**src/ctrl_pkg.sv**
```systemverilog
//////////////////////////////////////////////////
// shared definitions for the core controller
// register address width, controller states,
// fetch PC source, jump kinds and the operand
// forwarding selects
//////////////////////////////////////////////////

package ctrl_pkg;

  // register file address width, 32 registers
  localparam int unsigned REG_ADDR_W = 5;

  // controller FSM states
  typedef enum logic [3:0] {
    RESET       = 4'd0,
    BOOT_SET    = 4'd1,
    SLEEP       = 4'd2,
    FIRST_FETCH = 4'd3,
    DECODE      = 4'd4,
    FLUSH_EX    = 4'd5,
    FLUSH_WB    = 4'd6
  } ctrl_state_t;

  // PC source picked by the fetch stage on pc_set
  typedef enum logic [2:0] {
    PC_BOOT      = 3'b000,
    PC_JUMP      = 3'b010,
    PC_BRANCH    = 3'b011,
    PC_EXCEPTION = 3'b100,
    PC_ERET      = 3'b101
  } pc_mux_t;

  // kind of control transfer sitting in decode
  typedef enum logic [1:0] {
    BRANCH_NONE = 2'b00,
    BRANCH_JAL  = 2'b01,
    BRANCH_JALR = 2'b10,
    BRANCH_COND = 2'b11
  } jump_kind_t;

  // operand source in ID: register file or a bypass
  typedef enum logic [1:0] {
    SEL_REGFILE = 2'b00,
    SEL_FW_EX   = 2'b01,
    SEL_FW_WB   = 2'b10
  } fw_sel_t;

endpackage

```
**src/core_controller.sv**
```systemverilog
//////////////////////////////////////////////////
// core controller top level
// control FSM plus operand hazard unit
//////////////////////////////////////////////////

module core_controller import ctrl_pkg::*;
(
  input  logic                  clk,
  input  logic                  rst_n,

  // decode and pipeline status
  input  logic                  fetch_enable_i,
  input  logic                  instr_valid_i,
  input  logic                  pipe_flush_i,
  input  logic                  eret_insn_i,
  input  logic                  illegal_insn_i,
  input  jump_kind_t            jump_in_dec_i,
  input  logic                  branch_taken_ex_i,
  input  logic                  exc_req_i,
  input  logic                  ext_req_i,
  input  logic                  id_ready_i,
  input  logic                  ex_valid_i,

  // register addresses and write enables
  input  logic [REG_ADDR_W-1:0] rs_a_addr_i,
  input  logic [REG_ADDR_W-1:0] rs_b_addr_i,
  input  logic [REG_ADDR_W-1:0] waddr_ex_i,
  input  logic [REG_ADDR_W-1:0] waddr_wb_i,
  input  logic                  rega_used_i,
  input  logic                  regb_used_i,
  input  logic                  we_ex_i,
  input  logic                  alu_we_ex_i,
  input  logic                  we_wb_i,
  input  logic                  data_req_ex_i,

  // fetch and exception control
  output logic                  instr_req_o,
  output logic                  ctrl_busy_o,
  output logic                  is_decoding_o,
  output logic                  pc_set_o,
  output pc_mux_t               pc_mux_o,
  output logic                  exc_ack_o,
  output logic                  exc_save_if_o,
  output logic                  exc_save_id_o,
  output logic                  exc_save_takenbranch_o,
  output logic                  exc_restore_id_o,
  output logic                  halt_if_o,
  output logic                  halt_id_o,

  // hazard results
  output fw_sel_t               operand_a_fw_sel_o,
  output fw_sel_t               operand_b_fw_sel_o,
  output logic                  load_stall_o,
  output logic                  jr_stall_o,
  output logic                  deassert_we_o
);

  // FSM and hazard unit feed each other
  logic is_decoding;
  logic jr_stall;

  assign is_decoding_o = is_decoding;
  assign jr_stall_o    = jr_stall;

  ctrl_fsm i_ctrl_fsm (
    .clk                    (clk),
    .rst_n                  (rst_n),
    .fetch_enable_i         (fetch_enable_i),
    .instr_valid_i          (instr_valid_i),
    .pipe_flush_i           (pipe_flush_i),
    .eret_insn_i            (eret_insn_i),
    .jump_in_dec_i          (jump_in_dec_i),
    .branch_taken_ex_i      (branch_taken_ex_i),
    .exc_req_i              (exc_req_i),
    .ext_req_i              (ext_req_i),
    .id_ready_i             (id_ready_i),
    .ex_valid_i             (ex_valid_i),
    .jr_stall_i             (jr_stall),
    .instr_req_o            (instr_req_o),
    .ctrl_busy_o            (ctrl_busy_o),
    .is_decoding_o          (is_decoding),
    .pc_set_o               (pc_set_o),
    .pc_mux_o               (pc_mux_o),
    .exc_ack_o              (exc_ack_o),
    .exc_save_if_o          (exc_save_if_o),
    .exc_save_id_o          (exc_save_id_o),
    .exc_save_takenbranch_o (exc_save_takenbranch_o),
    .exc_restore_id_o       (exc_restore_id_o),
    .halt_if_o              (halt_if_o),
    .halt_id_o              (halt_id_o)
  );

  operand_hazard_unit i_operand_hazard_unit (
    .is_decoding_i      (is_decoding),
    .illegal_insn_i     (illegal_insn_i),
    .jump_in_dec_i      (jump_in_dec_i),
    .rs_a_addr_i        (rs_a_addr_i),
    .rs_b_addr_i        (rs_b_addr_i),
    .waddr_ex_i         (waddr_ex_i),
    .waddr_wb_i         (waddr_wb_i),
    .rega_used_i        (rega_used_i),
    .regb_used_i        (regb_used_i),
    .we_ex_i            (we_ex_i),
    .alu_we_ex_i        (alu_we_ex_i),
    .we_wb_i            (we_wb_i),
    .data_req_ex_i      (data_req_ex_i),
    .operand_a_fw_sel_o (operand_a_fw_sel_o),
    .operand_b_fw_sel_o (operand_b_fw_sel_o),
    .load_stall_o       (load_stall_o),
    .jr_stall_o         (jr_stall),
    .deassert_we_o      (deassert_we_o)
  );

endmodule

```
**src/ctrl_fsm.sv**
```systemverilog
//////////////////////////////////////////////////
// main control FSM of the core
// boot, sleep and wake, jump and branch issue,
// exception entry and return, WFI pipeline flush
//////////////////////////////////////////////////

module ctrl_fsm import ctrl_pkg::*;
(
  input  logic       clk,
  input  logic       rst_n,

  input  logic       fetch_enable_i,
  input  logic       instr_valid_i,
  input  logic       pipe_flush_i,
  input  logic       eret_insn_i,
  input  jump_kind_t jump_in_dec_i,
  input  logic       branch_taken_ex_i,
  input  logic       exc_req_i,
  input  logic       ext_req_i,
  input  logic       id_ready_i,
  input  logic       ex_valid_i,
  input  logic       jr_stall_i,

  output logic       instr_req_o,
  output logic       ctrl_busy_o,
  output logic       is_decoding_o,
  output logic       pc_set_o,
  output pc_mux_t    pc_mux_o,
  output logic       exc_ack_o,
  output logic       exc_save_if_o,
  output logic       exc_save_id_o,
  output logic       exc_save_takenbranch_o,
  output logic       exc_restore_id_o,
  output logic       halt_if_o,
  output logic       halt_id_o
);

  ctrl_state_t state_q;
  ctrl_state_t state_d;

  // set once a jump or eret has redirected fetch, held while ID stalls
  logic jump_done;
  logic jump_done_q;
  logic is_jump;

  assign is_jump = (jump_in_dec_i == BRANCH_JAL) || (jump_in_dec_i == BRANCH_JALR);

  //////////////////////////////////////////////////
  // next state and outputs
  //////////////////////////////////////////////////

  always_comb
  begin
    // defaults: fetching, busy, nothing redirected
    instr_req_o            = 1'b1;
    ctrl_busy_o            = 1'b1;
    is_decoding_o          = 1'b0;
    pc_set_o               = 1'b0;
    pc_mux_o               = PC_BOOT;
    exc_ack_o              = 1'b0;
    exc_save_if_o          = 1'b0;
    exc_save_id_o          = 1'b0;
    exc_save_takenbranch_o = 1'b0;
    exc_restore_id_o       = 1'b0;
    halt_if_o              = 1'b0;
    halt_id_o              = 1'b0;
    jump_done              = jump_done_q;
    state_d                = state_q;

    case (state_q)
      // idle after reset until fetch is enabled
      RESET:
      begin
        ctrl_busy_o = 1'b0;
        instr_req_o = 1'b0;
        if (fetch_enable_i)
        begin
          state_d = BOOT_SET;
        end
      end

      // load the boot address into the fetch PC
      BOOT_SET:
      begin
        pc_mux_o = PC_BOOT;
        pc_set_o = 1'b1;
        state_d  = FIRST_FETCH;
      end

      // pipeline empty, wake on fetch enable or a pending exception
      SLEEP:
      begin
        ctrl_busy_o = 1'b0;
        instr_req_o = 1'b0;
        halt_if_o   = 1'b1;
        halt_id_o   = 1'b1;
        if (fetch_enable_i || exc_req_i)
        begin
          state_d = FIRST_FETCH;
        end
      end

      // wait for the first instruction to reach ID
      FIRST_FETCH:
      begin
        if (id_ready_i)
        begin
          state_d = DECODE;
        end
        // nothing in ID yet, so the IF PC is the return address
        if (exc_req_i)
        begin
          pc_mux_o      = PC_EXCEPTION;
          pc_set_o      = 1'b1;
          exc_ack_o     = 1'b1;
          exc_save_if_o = 1'b1;
        end
      end

      DECODE:
      begin
        if (instr_valid_i && !branch_taken_ex_i)
        begin
          is_decoding_o = 1'b1;

          if (is_jump)
          begin
            // target known in ID, redirect once the operand is ready
            pc_mux_o = PC_JUMP;
            if (!jr_stall_i && !jump_done_q)
            begin
              pc_set_o  = 1'b1;
              jump_done = 1'b1;
            end
          end
          else if (exc_req_i)
          begin
            // kill the instruction in ID, it becomes the saved PC
            pc_mux_o      = PC_EXCEPTION;
            pc_set_o      = 1'b1;
            exc_ack_o     = 1'b1;
            exc_save_id_o = 1'b1;
            halt_id_o     = 1'b1;
          end

          // exception return
          if (eret_insn_i)
          begin
            pc_mux_o         = PC_ERET;
            exc_restore_id_o = 1'b1;
            if (!jump_done_q)
            begin
              pc_set_o  = 1'b1;
              jump_done = 1'b1;
            end
          end

          // WFI, or eret back into sleep: drain EX and WB first
          if (pipe_flush_i || (eret_insn_i && !fetch_enable_i))
          begin
            halt_if_o = 1'b1;
            halt_id_o = 1'b1;
            state_d   = FLUSH_EX;
          end
        end

        // interrupt while ID is empty
        if (!instr_valid_i && !branch_taken_ex_i && ext_req_i)
        begin
          pc_mux_o      = PC_EXCEPTION;
          pc_set_o      = 1'b1;
          exc_ack_o     = 1'b1;
          exc_save_if_o = 1'b1;
          halt_id_o     = 1'b1;
        end

        // taken branch in EX discards whatever sits in ID
        if (branch_taken_ex_i)
        begin
          pc_mux_o      = PC_BRANCH;
          pc_set_o      = 1'b1;
          is_decoding_o = 1'b0;
          // interrupt returns to the branch target
          if (ext_req_i)
          begin
            pc_mux_o               = PC_EXCEPTION;
            exc_ack_o              = 1'b1;
            exc_save_takenbranch_o = 1'b1;
            halt_id_o              = 1'b1;
          end
        end
      end

      // NOP into EX until the last instruction leaves it
      FLUSH_EX:
      begin
        halt_if_o = 1'b1;
        halt_id_o = 1'b1;
        if (ex_valid_i)
        begin
          state_d = FLUSH_WB;
        end
      end

      // one more cycle for WB, then resume or sleep
      FLUSH_WB:
      begin
        halt_if_o = 1'b1;
        halt_id_o = 1'b1;
        if (fetch_enable_i)
        begin
          halt_if_o = 1'b0;
          state_d   = DECODE;
        end
        else
        begin
          state_d = SLEEP;
        end
      end

      default:
      begin
        instr_req_o = 1'b0;
        state_d     = RESET;
      end
    endcase
  end

  //////////////////////////////////////////////////
  // state registers
  //////////////////////////////////////////////////

  always_ff @(posedge clk or negedge rst_n)
  begin
    if (!rst_n)
    begin
      state_q     <= RESET;
      jump_done_q <= 1'b0;
    end
    else
    begin
      state_q     <= state_d;
      // cleared as soon as ID accepts the next instruction
      jump_done_q <= jump_done & ~id_ready_i;
    end
  end

endmodule

```
**src/operand_hazard_unit.sv**
```systemverilog
//////////////////////////////////////////////////
// operand hazard logic for the ID stage
// address compare against EX and WB, bypass
// selects, load-use and jump-register stalls,
// write enable kill
//////////////////////////////////////////////////

module operand_hazard_unit import ctrl_pkg::*;
(
  input  logic                  is_decoding_i,
  input  logic                  illegal_insn_i,
  input  jump_kind_t            jump_in_dec_i,

  input  logic [REG_ADDR_W-1:0] rs_a_addr_i,
  input  logic [REG_ADDR_W-1:0] rs_b_addr_i,
  input  logic [REG_ADDR_W-1:0] waddr_ex_i,
  input  logic [REG_ADDR_W-1:0] waddr_wb_i,

  input  logic                  rega_used_i,
  input  logic                  regb_used_i,
  input  logic                  we_ex_i,
  input  logic                  alu_we_ex_i,
  input  logic                  we_wb_i,
  input  logic                  data_req_ex_i,

  output fw_sel_t               operand_a_fw_sel_o,
  output fw_sel_t               operand_b_fw_sel_o,
  output logic                  load_stall_o,
  output logic                  jr_stall_o,
  output logic                  deassert_we_o
);

  // source operand hits a pending destination
  logic a_ex_match;
  logic a_wb_match;
  logic b_ex_match;
  logic b_wb_match;

  assign a_ex_match = rega_used_i && (rs_a_addr_i == waddr_ex_i);
  assign a_wb_match = rega_used_i && (rs_a_addr_i == waddr_wb_i);
  assign b_ex_match = regb_used_i && (rs_b_addr_i == waddr_ex_i);
  assign b_wb_match = regb_used_i && (rs_b_addr_i == waddr_wb_i);

  // youngest producer wins, EX before WB
  function automatic fw_sel_t fw_select(input logic ex_hit, input logic wb_hit);
    fw_sel_t sel;
    if (alu_we_ex_i && ex_hit)
      sel = SEL_FW_EX;
    else if (we_wb_i && wb_hit)
      sel = SEL_FW_WB;
    else
      sel = SEL_REGFILE;
    return sel;
  endfunction

  assign operand_a_fw_sel_o = fw_select(a_ex_match, a_wb_match);
  assign operand_b_fw_sel_o = fw_select(b_ex_match, b_wb_match);

  // load data arrives only in WB, so a consumer in ID must wait
  assign load_stall_o = data_req_ex_i && we_ex_i && (a_ex_match || b_ex_match);

  // jalr target is computed in ID from rs1 without a bypass
  assign jr_stall_o = (jump_in_dec_i == BRANCH_JALR) &&
                      ((we_wb_i && a_wb_match) ||
                       ((we_ex_i || alu_we_ex_i) && a_ex_match));

  // no register write for stalled, illegal or undecoded instructions
  assign deassert_we_o = !is_decoding_i || illegal_insn_i || load_stall_o || jr_stall_o;

endmodule

```
**config.mk**
```make
export PLATFORM = sky130hd
export DESIGN_NAME = core_controller
export DESIGN_NICKNAME = d
export VERILOG_FILES = /design/src/ctrl_pkg.sv /design/src/core_controller.sv /design/src/ctrl_fsm.sv /design/src/operand_hazard_unit.sv
export SDC_FILE = /design/constraint.sdc
export NUM_CORES = 1
export LEC_CHECK = 0
export BUFFER_PORTS_ARGS = -buffer_cell sky130_fd_sc_hd__buf_2
export CORE_MARGIN = 2
export CORE_UTILIZATION = 42
export DETAILED_ROUTE_END_ITERATION = 8
export PLACE_DENSITY = 0.92
export RECOVER_POWER = 100
export SYNTH_ARGS = -nofsm -noshare
export SYNTH_HDL_FRONTEND = slang
export SYNTH_SLANG_ARGS = --single-unit
```
**constraint.sdc**
```tcl
create_clock -name clk -period 2.49 [get_ports clk]
set_input_delay 0.1245 -clock clk [delete_from_list [all_inputs] [get_ports clk]]
set_output_delay 0.1245 -clock clk [all_outputs]
set_load 0.1 [all_outputs]
```
==> impl_metrics.ini <==
[status]
status = completed

[yosys]
netlist_area_um2 = 772
synth_flop_cell = dfrtp_1
synth.cells.most_frequent = nand2_1 (18), xnor2_1 (10), xor2_1 (10)
synth_most_common_cell = nand2_1
synth_compound_area_share_pct = 25.9
synth-edff-count = 0
ys_top_cells_by_area = dfrtp_1 (13%), xnor2_1 (11%), xor2_1 (11%), nand2_1 (8.8%), a21oi_1 (4.5%)
netlist.area_leader.share_pct = 13.0
yosys.area_share.simple_pct = 32.6
syn_inst = 112
synth_xor_area_share_pct = 22.7
syn_nets = 153
ys.warnings.count = 0
synth.avg_cell_area_um2 = 6.89
synth-seq-area-share_pct = 13.0
synth_top_area_cell = dfrtp_1
ys_ff_latch = 4
synth_mux_area_share_pct = 0
synth.distinct_cells = 38
synthAdderAreaFrac_pct = 1.62
synthArstFlopShare_pct = 100
synth_top_family_by_area = simple AND/OR/NAND/NOR gates

[timing]
finalSetupTns_ns = 0
finalHoldViolCount = 0
drv_slew = 0
setup_violations = 0
setup_ws_ns = 0.321
fmax_ghz = 0.461
period_share_pct = 87.1
slew_headroom_pct = 22.6
rsz0062_at_grt = false
tightest_slew_ns = 1.17
fin_skew_ns = 0.000599
period_minus_slack_ns = 2.17
hold-worst-slack_ns = 0.161

[route]
post_drt_via_cell_ratio = 5.11
firstDrtPassIters = 4
ant_nets = 0
vias = 1017
wirelength_mm = 2.33
drc_errors = 0
routedWlPerCell_um = 11.7
drtIter0Drc = 13

[pwr]
ir_worst_vdd_uv = 746
design_power_total_mw = 1.17
leakage_nw = 0.550
p_per_area_nw_per_um2 = 1030

[floorplanning]
start_util_pct = 44.7
io_pins = 61
die-area_um2 = 2200
fp.dieH_um = 46.9
core_um2 = 1730
die_w_um = 46.9
std_cell_rows = 15

[cells_and_area]
area_delta_synth_final_pct = 46.7
drive_gt1_share_pct = 36.2
antenna_cells = 0
nets = 217
final_util_pct = 65.6

[worst_setup_path]
cp.required_ns = 2.37
crit_family = simple AND/OR/NAND/NOR gates
cp.arrival_ns = 2.04
cp_max_fo = 9
cpMaxStageDelayCell = dfrtp_1
max_stage_delay_ns = 0.45
worst-path-buf-inv = 1
cp-start-kind = flop
cp-end-kind = output port
path_cells = nand2b_4 > nor2_1 > nand2_1 > a2111o_1 > buf_2
crit_type = flop to output port

[global_route]
grt_pass1_wl_mm = 3.79
grt_max_degree = 10
groute.usage.overall_pct = 23.3
antenna_found_initial = 0
grt_pass1_vias = 933
grt_overflow_total = 0

[cts]
cts_setup_buffers = 0
cts_buffers = 3
cts_tree = built
htreeDepth = 1
insertion_delay_ns = 0.23
clock_path_buffers = 2
cts.sinks = 4
cts_root_buffer = clkbuf_4
clk_pin_slew_ns = 0.03

[job]
cap_violations = 0

[place]
io_buffer_count = 60
hpwlAfterDp_mm = 2.09
pre_cts_ws_ns = 0.647
place.gp.congestion = 1.03

[hold_path]
worstHoldPathType = input port to flop
worst paths after layout:
path,slack [ns],from,to,cells past startpoint
min,0.16,id_ready_i,i_ctrl_fsm.jump_done_q$_DFF_PN0_,2
max reg2reg,0.81,i_ctrl_fsm.state_q[1]$_DFFE_PN0P_,i_ctrl_fsm.jump_done_q$_DFF_PN0_,5
min reg2reg,0.69,i_ctrl_fsm.state_q[1]$_DFFE_PN0P_,i_ctrl_fsm.state_q[1]$_DFFE_PN0P_,2
min in group asynchronous,0.26,rst_n,i_ctrl_fsm.state_q[2]$_DFFE_PN0P_,2
max in group asynchronous,2.05,rst_n,i_ctrl_fsm.jump_done_q$_DFF_PN0_,2
max,0.32,i_ctrl_fsm.state_q[1]$_DFFE_PN0P_,deassert_we_o,5
layout by cell type, fill, tap and decap left out, types with 4 or more instances in the layout:
| master | n |
|---|---|
| xnor2_1 | 10 |
| nor2_1 | 8 |
| nand2_1 | 18 |
| buf_2 | 39 |
| xor2_1 | 10 |
| clkbuf_1 | 10 |
| a21oi_1 | 7 |
| clkbuf_2 | 11 |
| dfrtp_1 | 4 |
| inv_1 | 6 |
| o21ai_0 | 7 |
worst reg2reg max path, cell delays in order (launching register included):
cell	delay [ns]
dfrtp_1	0.45
nand2b_4	0.19
nor2_1	0.29
nand2_1	0.19
or3_1	0.34
o22ai_1	0.14
cell type report:
class                           count  area [um^2]
Sequential cell                     4          100
Timing Repair Buffer               61          298
Fill cell                         171          594
Clock buffer                        3         22.5
Multi-Input combinational cell    100          658
Tap cell                           25         31.3
Inverter                            6         22.5
sequential cells by signal, summed over array words and instances (netlist names):
name / flops
i_ctrl_fsm.jump_done_q: 1
i_ctrl_fsm.state_q: 3
power breakdown:
group          total [mW]  internal, mW  switching (mW)
logic               0.956         0.175           0.780
registers           0.138        0.0900          0.0477
clock network      0.0762        0.0536          0.0226
total                1.17         0.319           0.851
what timing repair did:
item,in CTS,in global routing
hold buffers,1,0
gates resized for setup,0,0
hold endpoints to repair,4,0
logic make-up (layout without fill, tap and decap cells):
| kind of cell | after synthesis | count (layout) |
|---|---|---|
| simple gates | 49 | 49 |
| xor+xnor | 20 | 20 |
| buf+inv | 8 | 70 |
| flops | 4 | 4 |
| fa+ha+maj | 1 | 1 |
| compound gates | 30 | 30 |
layer usage:
metal,GRT usage [%],vias to the layer above,share of wire [%]
met5,0,-,0
met2,43.8,38,54
met4,4.44,0,1.1
met3,2.69,4,4.7
li1,-,525,-
met1,28.4,450,40
through the flow:
step / instances / instance area, um^2
after CTS: 199 / 1150
after floorplan: 112 / 798
final: 199 / 1130
after global placement: 195 / 1120
after detailed placement: 195 / 1120
after global routing: 199 / 1130
(Power assumes the default switching activity.)
